## config.mk

```make
export PLATFORM = sky130hd
export DESIGN_NAME = board_ctrl_top
export DESIGN_NICKNAME = d
export VERILOG_FILES = /design/src/hw/board_ctrl_pkg.sv /design/src/hw/board_ctrl_top.sv /design/src/hw/irq_regs.sv /design/src/hw/lb_decode.sv /design/src/hw/misc_regs.sv
export SDC_FILE = /design/constraint.sdc
export NUM_CORES = 1
export LEC_CHECK = 0
export ABC_AREA = 1
export BUFFER_PORTS_ARGS = -buffer_cell sky130_fd_sc_hd__buf_2
export CELL_PAD_IN_SITES_DETAIL_PLACEMENT = 0
export CELL_PAD_IN_SITES_GLOBAL_PLACEMENT = 1
export CORE_UTILIZATION = 31
export CTS_CLUSTER_SIZE = 16
export DETAILED_ROUTE_END_ITERATION = 12
export PLACE_DENSITY_LB_ADDON = 0.2
export SLEW_MARGIN = 0
export SYNTH_ARGS = -nofsm -noshare
export SYNTH_HDL_FRONTEND = slang
export SYNTH_SLANG_ARGS = --single-unit
export TNS_END_PERCENT = 100
```

## constraint.sdc

```tcl
create_clock -name lb_clk -period 3 [get_ports lb_clk]
set_input_delay 0.6 -clock lb_clk [delete_from_list [all_inputs] [get_ports lb_clk]]
set_output_delay 0.6 -clock lb_clk [all_outputs]
set_load 0.02 [all_outputs]
```

## src/hw/board_ctrl_pkg.sv

```systemverilog
package board_ctrl_pkg;

  // ------------------------------
  // bus and source widths
  // ------------------------------

  localparam int lb_adr_w  = 4;  // bit 3 picks the block, bits 2:0 the register.
  localparam int lb_dat_w  = 8;
  localparam int irq_src_w = 3;

  // ------------------------------
  // address map
  // ------------------------------

  typedef enum logic {
    blk_misc = 1'b0,
    blk_irq  = 1'b1
  } lb_block_e;

  // offsets 6 and 7 are unused and read as zero.
  typedef enum logic [2:0] {
    misc_reset       = 3'd0,
    misc_sysconfig_0 = 3'd1,
    misc_sysconfig_1 = 3'd2,
    misc_selectmap   = 3'd3,
    misc_flash       = 3'd4,
    misc_regs        = 3'd5
  } misc_reg_e;

  typedef enum logic [2:0] {
    irq_status = 3'd0,  // sticky event bits, write 1 to clear.
    irq_mask   = 3'd1,
    irq_raw    = 3'd2   // live pin levels in the same bit order as status.
  } irq_reg_e;

endpackage

```

## src/hw/board_ctrl_top.sv

```systemverilog
`timescale 1ns/1ps

module board_ctrl_top import board_ctrl_pkg::*; (
  input  logic                lb_clk,
  input  logic                lb_rst,
  input  logic                lb_stb_i,
  input  logic                lb_we_i,
  input  logic [lb_adr_w-1:0] lb_adr_i,
  input  logic [lb_dat_w-1:0] lb_dat_i,
  output logic [lb_dat_w-1:0] lb_dat_o,
  input  logic                reset_mon_i,
  input  logic [7:0]          sys_config_i,
  input  logic [3:0]          user_dip_i,
  input  logic [3:0]          config_dip_i,
  input  logic                eeprom_0_wp_i,
  input  logic                eeprom_1_wp_i,
  input  logic                flash_wp_n_i,
  input  logic                flash_busy_n_i,
  input  logic                serial_busy_i,
  output logic                por_force_n_o,
  output logic                gig_eth_reset_n_o,
  output logic                boot_conf_oen_o,
  output logic [1:0]          user_led_o,
  output logic                serial_abort_o,
  output logic                irq_o
);

  logic                misc_stb;
  logic                irq_stb;
  logic [lb_dat_w-1:0] misc_dat;
  logic [lb_dat_w-1:0] irq_dat;

  lb_decode lb_decode_i (
    .lb_stb_i   (lb_stb_i),
    .lb_adr_i   (lb_adr_i),
    .misc_dat_i (misc_dat),
    .irq_dat_i  (irq_dat),
    .misc_stb_o (misc_stb),
    .irq_stb_o  (irq_stb),
    .lb_dat_o   (lb_dat_o)
  );

  // both blocks see the register offset and write data, only the strobe is steered.
  misc_regs misc_regs_i (
    .lb_clk (lb_clk), .lb_rst (lb_rst), .stb_i (misc_stb), .we_i (lb_we_i),
    .adr_i (lb_adr_i[lb_adr_w-2:0]), .dat_i (lb_dat_i), .dat_o (misc_dat),
    .reset_mon_i (reset_mon_i), .sys_config_i (sys_config_i),
    .user_dip_i (user_dip_i), .config_dip_i (config_dip_i),
    .eeprom_0_wp_i (eeprom_0_wp_i), .eeprom_1_wp_i (eeprom_1_wp_i),
    .flash_wp_n_i (flash_wp_n_i), .flash_busy_n_i (flash_busy_n_i),
    .serial_busy_i (serial_busy_i), .por_force_n_o (por_force_n_o),
    .gig_eth_reset_n_o (gig_eth_reset_n_o), .boot_conf_oen_o (boot_conf_oen_o),
    .user_led_o (user_led_o), .serial_abort_o (serial_abort_o)
  );

  irq_regs irq_regs_i (
    .lb_clk (lb_clk), .lb_rst (lb_rst), .stb_i (irq_stb), .we_i (lb_we_i),
    .adr_i (lb_adr_i[lb_adr_w-2:0]), .dat_i (lb_dat_i),
    .flash_busy_n_i (flash_busy_n_i), .serial_busy_i (serial_busy_i),
    .reset_mon_i (reset_mon_i), .dat_o (irq_dat), .irq_o (irq_o)
  );

endmodule

```

## src/hw/irq_regs.sv

```systemverilog
`timescale 1ns/1ps

module irq_regs import board_ctrl_pkg::*; (
  input  logic                lb_clk,
  input  logic                lb_rst,
  input  logic                stb_i,
  input  logic                we_i,
  input  logic [lb_adr_w-2:0] adr_i,
  input  logic [lb_dat_w-1:0] dat_i,
  input  logic                flash_busy_n_i,
  input  logic                serial_busy_i,
  input  logic                reset_mon_i,
  output logic [lb_dat_w-1:0] dat_o,
  output logic                irq_o
);

  irq_reg_e             reg_sel;
  logic                 wr_en;
  logic [irq_src_w-1:0] pin_lvl;
  logic [irq_src_w-1:0] pin_s;     // first sample of the board pins.
  logic [irq_src_w-1:0] pin_h;     // previous sample for edge detection.
  logic [irq_src_w-1:0] evt;
  logic [irq_src_w-1:0] clr;
  logic [irq_src_w-1:0] status_q;
  logic [irq_src_w-1:0] mask_q;

  assign reg_sel = irq_reg_e'(adr_i);
  assign wr_en   = stb_i & we_i;
  assign pin_lvl = {reset_mon_i, serial_busy_i, flash_busy_n_i};

  // ------------------------------
  // edge detection
  // ------------------------------

  assign evt[0] = pin_s[0] & ~pin_h[0];  // flash ready.
  assign evt[1] = ~pin_s[1] & pin_h[1];  // serial done.
  assign evt[2] = pin_s[2] & ~pin_h[2];  // reset monitor asserted.

  assign clr = (wr_en && reg_sel == irq_status) ? dat_i[irq_src_w-1:0] : '0;

  always_ff @(posedge lb_clk) begin
    if (lb_rst) begin
      // both stages take the live levels so release does not look like an edge.
      pin_s    <= pin_lvl;
      pin_h    <= pin_lvl;
      status_q <= '0;
      mask_q   <= '0;
    end else begin
      pin_s    <= pin_lvl;
      pin_h    <= pin_s;
      status_q <= (status_q & ~clr) | evt;  // a new event wins over a clear.
      if (wr_en && reg_sel == irq_mask) begin
        mask_q <= dat_i[irq_src_w-1:0];
      end
    end
  end

  assign irq_o = |(status_q & mask_q);

  // ------------------------------
  // read mux
  // ------------------------------

  always_comb begin
    case (reg_sel)
      irq_status: dat_o = {{(lb_dat_w-irq_src_w){1'b0}}, status_q};
      irq_mask:   dat_o = {{(lb_dat_w-irq_src_w){1'b0}}, mask_q};
      irq_raw:    dat_o = {{(lb_dat_w-irq_src_w){1'b0}}, pin_lvl};
      default:    dat_o = '0;
    endcase
  end

endmodule

```

## src/hw/lb_decode.sv

```systemverilog
`timescale 1ns/1ps

module lb_decode import board_ctrl_pkg::*; (
  input  logic                lb_stb_i,
  input  logic [lb_adr_w-1:0] lb_adr_i,
  input  logic [lb_dat_w-1:0] misc_dat_i,
  input  logic [lb_dat_w-1:0] irq_dat_i,
  output logic                misc_stb_o,
  output logic                irq_stb_o,
  output logic [lb_dat_w-1:0] lb_dat_o
);

  lb_block_e blk_sel;

  // the top address bit chooses the block.
  assign blk_sel = lb_block_e'(lb_adr_i[lb_adr_w-1]);

  // ------------------------------
  // strobe steering and read mux
  // ------------------------------

  always_comb begin
    misc_stb_o = 1'b0;
    irq_stb_o  = 1'b0;
    case (blk_sel)
      blk_irq: begin
        irq_stb_o = lb_stb_i;
        lb_dat_o  = irq_dat_i;
      end
      default: begin
        misc_stb_o = lb_stb_i;
        lb_dat_o   = misc_dat_i;  // read data does not depend on the strobe.
      end
    endcase
  end

endmodule

```

## src/hw/misc_regs.sv

```systemverilog
`timescale 1ns/1ps

module misc_regs import board_ctrl_pkg::*; (
  input  logic                lb_clk,
  input  logic                lb_rst,
  input  logic                stb_i,
  input  logic                we_i,
  input  logic [lb_adr_w-2:0] adr_i,
  input  logic [lb_dat_w-1:0] dat_i,
  output logic [lb_dat_w-1:0] dat_o,
  input  logic                reset_mon_i,
  input  logic [7:0]          sys_config_i,
  input  logic [3:0]          user_dip_i,
  input  logic [3:0]          config_dip_i,
  input  logic                eeprom_0_wp_i,
  input  logic                eeprom_1_wp_i,
  input  logic                flash_wp_n_i,
  input  logic                flash_busy_n_i,
  input  logic                serial_busy_i,
  output logic                por_force_n_o,
  output logic                gig_eth_reset_n_o,
  output logic                boot_conf_oen_o,
  output logic [1:0]          user_led_o,
  output logic                serial_abort_o
);

  misc_reg_e reg_sel;
  logic      wr_en;

  assign reg_sel = misc_reg_e'(adr_i);
  assign wr_en   = stb_i & we_i;

  // ------------------------------
  // read mux
  // ------------------------------

  always_comb begin
    case (reg_sel)
      misc_reset:       dat_o = {6'b0, ~gig_eth_reset_n_o, ~por_force_n_o};
      misc_sysconfig_0: dat_o = {config_dip_i, user_dip_i};
      misc_sysconfig_1: dat_o = sys_config_i;
      misc_selectmap:   dat_o = {6'b0, serial_abort_o, serial_busy_i};
      misc_flash: begin
        dat_o = {4'b0, eeprom_1_wp_i, eeprom_0_wp_i, flash_wp_n_i, flash_busy_n_i};
      end
      misc_regs:        dat_o = {5'b0, boot_conf_oen_o, user_led_o};
      default:          dat_o = '0;  // offsets 6 and 7.
    endcase
  end

  // ------------------------------
  // control registers
  // ------------------------------

  always_ff @(posedge lb_clk) begin
    if (lb_rst) begin
      por_force_n_o     <= 1'b1;
      gig_eth_reset_n_o <= 1'b1;
      boot_conf_oen_o   <= 1'b1;
      user_led_o        <= 2'b00;
      serial_abort_o    <= 1'b0;
    end else begin
      // the monitor drives the POR force unless a write overrides it this cycle.
      por_force_n_o <= ~reset_mon_i;
      if (wr_en) begin
        case (reg_sel)
          misc_reset: begin
            por_force_n_o     <= ~(dat_i[0] | reset_mon_i);  // one cycle pulse.
            gig_eth_reset_n_o <= ~dat_i[1];  // held until rewritten.
          end
          misc_selectmap: serial_abort_o <= dat_i[1];
          misc_regs: begin
            user_led_o      <= dat_i[1:0];
            boot_conf_oen_o <= dat_i[2];
          end
          default: ;  // the other offsets are read only.
        endcase
      end
    end
  end

endmodule

```

; Yosys cells after proc, flatten, opt, wreduce, memory -nomap -nowiden
; Cells that the tools add are included.
[classes]
eq_ne = 5
mux = 9
bitwise = 18
n_reduce_logical = 7
[ops]
columns = cell, n
row1 = $pmux W8 S6, 1
row2 = $pmux W3 S3, 1
row3 = $mux W8, 1
row4 = $not A1 Y1, 8
row5 = $and A3 B3 Y3, 2
row6 = $eq A3 B2 Y1 const B, 2
row7 = $eq A3 B3 Y1 const B, 2
row8 = $mux W3, 2
row9 = $reduce_and A2 Y1, 3
row10 = $and A1 B1 Y1, 5
row11 = $mux W1, 4
row12 = $eq A3 B1 Y1 const B, 1
row13 = $logic_not A3 Y1, 1
row14 = $not A3 Y3, 1
row15 = $or A3 B3 Y3, 1
row16 = $reduce_or A3 Y1, 1
row17 = $logic_and A1 B1 Y1, 2
row18 = $or A1 B1 Y1, 1
[totals]
regBits = 18
input_bits = 38
out_inout_bits = 15

; Depth between registers and ports, before layout
[logic_depth]
depth_word = 7
mapped_depth = 8
depth_no_buf = 7

; Modules after synthesis
; From an unflattened synthesis, not the netlist that was laid out.
[unflattened]
cells_unflattened = 206
hier_area_um2 = 1238.7
[modules_own_cells]
columns = mod, n_inst, cells_each, area_per_inst_um2
row1 = irq_regs, 1, 86, 591.8
row2 = misc_regs, 1, 90, 530.5
row3 = lb_decode, 1, 30, 116.4

; Least setup slack after synthesis
; No wires, ideal clock.
[synth_path]
path_kind = input -> output
startpoint = input lb_adr_i[2]
endpoint = output lb_dat_o[4]
arrival_ns = 1.520
slack_ns = 0.880
stages = 4
path_buffers = 1
path_cell_list = buf_2 -> nor3_4 -> nand2_1 -> a21oi_1
[synth_between]
elab_chain_cells = 3
word_cells_on_any_way = 8
cone_classes = eq/ne (5) / mux (2) / reduce/logical (1)
[synth_rtl]
columns = item, line
row1 = "start, declared", board_ctrl_top.sv:8  ; input logic [lb_adr_w-1:0] lb_adr_i,
row2 = "$eq A3 B3 Y1, or another cell as far along", misc_regs.sv:38  ; case (reg_sel)
row3 = $pmux W8 S6 (*), misc_regs.sv:38
row4 = $mux W8 (*), lb_decode.sv:25  ; case (blk_sel)
row5 = "end, declared", board_ctrl_top.sv:10  ; output logic [lb_dat_w-1:0] lb_dat_o,
; Mark *: on every way between the ends. The rest lies on a longest branch, timed or not.

; Final worst setup path
[layout_path]
startpoint = input lb_adr_i[1]
endpoint = output lb_dat_o[1]
[layout_between]
elab_chain_cells = 3
word_cells_on_any_way = 9
cone_classes = eq/ne (5) / mux (3) / reduce/logical (1)
[layout_rtl]
columns = item, line
row1 = "$eq A3 B3 Y1, or another cell as far along", misc_regs.sv:38
row2 = $pmux W8 S6 or $pmux W3 S3 (tied branches), "misc_regs.sv:38, irq_regs.sv:65"
row3 = $mux W8 (*), lb_decode.sv:25
; Marks and branches as above.

==> metrics.txt <==
outcome completed; CP Launch Type input port; I/O pin cnt 53; syn_area_per_cell 6.384 µm²; clk_skew 0.0004027 ns; TritonCTS clock tree yes; most common cell in the netlist nand2_1; FF+latch count, synth 18; post-synthesis instance total 157; cts hold-fix bufs 0; CP max-delay cell nor3_4; category of the most critical setup path in -> out; Yosys Warn Count 0; Hold WC Path Type reg -> reg; # diodes 0; post-route ant nets 0; CP max stage delay 0.32 ns; First DRT Iteration DRCs 34; iteration count of the initial detailed-routing pass 4; clock latency on the worst-skew pair 0.28 ns; final std cell area, no fill 0.001290 mm²; initial antenna violation count 0; syn nets 195; Vias/cell 4.530; Crit Path Max Fanout 9; postcts setup bufs 0; CTS max path bufs 2; worst path bufs/invs 3; Final #Nets 243; gr ovfl total 0; layout cells sized above 1 0.2906; Layout area overhead 28.71%; Final Hold Violating Endpoints 0; DIE HEIGHT 58.86 µm; core footprint 0.003053 mm²; Residual DRC 0; VDD IR max 0.0001808 V; Core Util, Final 0.4225; Post-synth EDFFs 0; global-route wire length before repair 4064 µm; Top cell by count, worst path nand2_1; Final period util 0.7507; fmax 0.4440 GHz; fillers 350; CTS resizes 0; RSZ-0062 raised after global routing no; crit-path cells buf_2 -> inv_2 -> nor3_4 -> nand2_1 -> nand3_1 -> nand2_1 -> nand2_1 -> buf_2; Placed Area 0.001267 mm²; initial core utilization 0.3283; pwr/cell area 354.1 mW/mm²; post-synthesis sequential area ratio 0.3596; largest area contributor in the netlist dfxtp_1; CTS sink cnt 18; WP data arrival 1.65 ns; max-slew violations 0; Commonest cells post-synth nand2_1 (52), nand3_1 (19), dfxtp_1 (18); Finished Layout Cells 247; row count 20; CTS buffer count 3; CP Data Required Time 2.40 ns; ys async rst share 0; die area 0.003465 mm²; routed wire length 2576 µm; setup violators final 0; worst slew pin tran 0.3954 ns; Placer Congestion 0.7474; LEAKAGE 0.6797 nW; PortBufs 47; relative slew slack 0.7361; Fin Setup TNS 0 ns; Clock transition at path regs 0.09 ns; DR vias 1119; Yosys top cell area share 0.3596; Total Routing Usage GR 0.1541; wire length per cell 10.43 µm; Worst Setup End Kind output port; vias in the first global route 971; Synth area leaders dfxtp_1 (36%), nand2_1 (19%), nand3_1 (9.5%), o21ai_0 (7.0%), inv_1 (5.2%); Main synth FF type dfxtp_1; Max Cap Viol 0; largest net degree at the start of global routing 16; Overall Power 0.4568 mW; Synth cell types 20; Placed Cells 244; cell family with most CP delay simple AND/OR/NAND/NOR gates; Die Width 58.86 µm; HPWL after DPL 2085 µm; min cycle time layout 2.252 ns; Synth Cell Area 0.001002 mm²; H-tree levels 1; root buffer cell clkbuf_4
layout by cell type, fill, tap and decap left out:
master	count
inv_2	3
a21oi_1	10
o21ai_0	14
nor3_4	1
nor2_4	1
o21ai_1	1
buf_2	47
inv_1	14
o211ai_1	1
nand3_1	19
nor3_1	1
clkbuf_4	3
nand2_1	52
nor2_1	9
nor2_2	2
dfxtp_1	18
or2_1	1
nand4_1	4
nand3_2	2
cell type report:
cell class                      instances  area (µm²)  share of cell area
Clock buffer                            3       22.52             0.01746
Inverter                               17       63.81             0.04947
Multi-Input combinational cell        118       553.0              0.4287
Sequential cell                        18       360.3              0.2793
Tap cell                               44       55.05             0.04268
Timing Repair Buffer                   47       235.2              0.1823
flip-flops by register name (all words and copies together), names as in the netlist:
signal	cells
irq_regs_i.mask_q	3
irq_regs_i.pin_h	3
irq_regs_i.pin_s	3
irq_regs_i.status_q	3
misc_regs_i.user_led_o	2
misc_regs_i.boot_conf_oen_o	1
misc_regs_i.gig_eth_reset_n_o	1
misc_regs_i.por_force_n_o	1
misc_regs_i.serial_abort_o	1
metrics by stage:
stage / setup slack (ns) / hold slack [ns]
detailed placement: 0.7402 / 0.4187
floorplan: 0.8804 / 0.3987
global placement: 0.7556 / 0.4038
global route: 0.6227 / 0.4325
finish: 0.7478 / 0.4249
CTS: 0.7334 / 0.4319
per-layer routing:
| layer | global-route usage | vias up | share of wire |
|---|---|---|---|
| met5 | 0 | - | 0 |
| met3 | 0.01758 | 2 | 0.050 |
| met4 | 0.06122 | 0 | 0.0066 |
| li1 | - | 606 | - |
| met1 | 0.1949 | 478 | 0.48 |
| met2 | 0.2662 | 33 | 0.47 |
worst paths after layout:
path	to	slack, ns	cells past startpoint	startpoint
worst min-delay path	irq_regs_i.status_q[0]$_SDFF_PP0_	0.42	1	irq_regs_i.pin_h[0]$_DFF_P_
worst max register to register	misc_regs_i.user_led_o[1]$_SDFFE_PP0P_	2.32	2	misc_regs_i.user_led_o[1]$_SDFFE_PP0P_
worst min register to register	irq_regs_i.status_q[0]$_SDFF_PP0_	0.42	1	irq_regs_i.pin_h[0]$_DFF_P_
worst max-delay path	lb_dat_o[1]	0.75	8	lb_adr_i[1]
cells by family (layout without fill, tap and decap cells):
kind of cell,after synthesis,count (layout),synth area share
buffers and inverters,21,67,0.08863
flip-flops,18,18,0.3596
AND/OR/NAND/NOR,92,92,0.4195
AO/OA/AOI/OAI,26,26,0.1323
power breakdown:
part           internal [mW]  leakage [nW]  switching [mW]
clock                 0.0466        0.0138          0.0638
sequential             0.250         0.149         0.00570
combinational         0.0342         0.517          0.0563
total                  0.331         0.680           0.126
worst reg2reg max path, cell delays in order (launching register included):
cell and delay, ns:
dfxtp_1 0.39, o21ai_0 0.10, a21oi_1 0.13
Note: power is estimated with default switching activity, not from simulation.
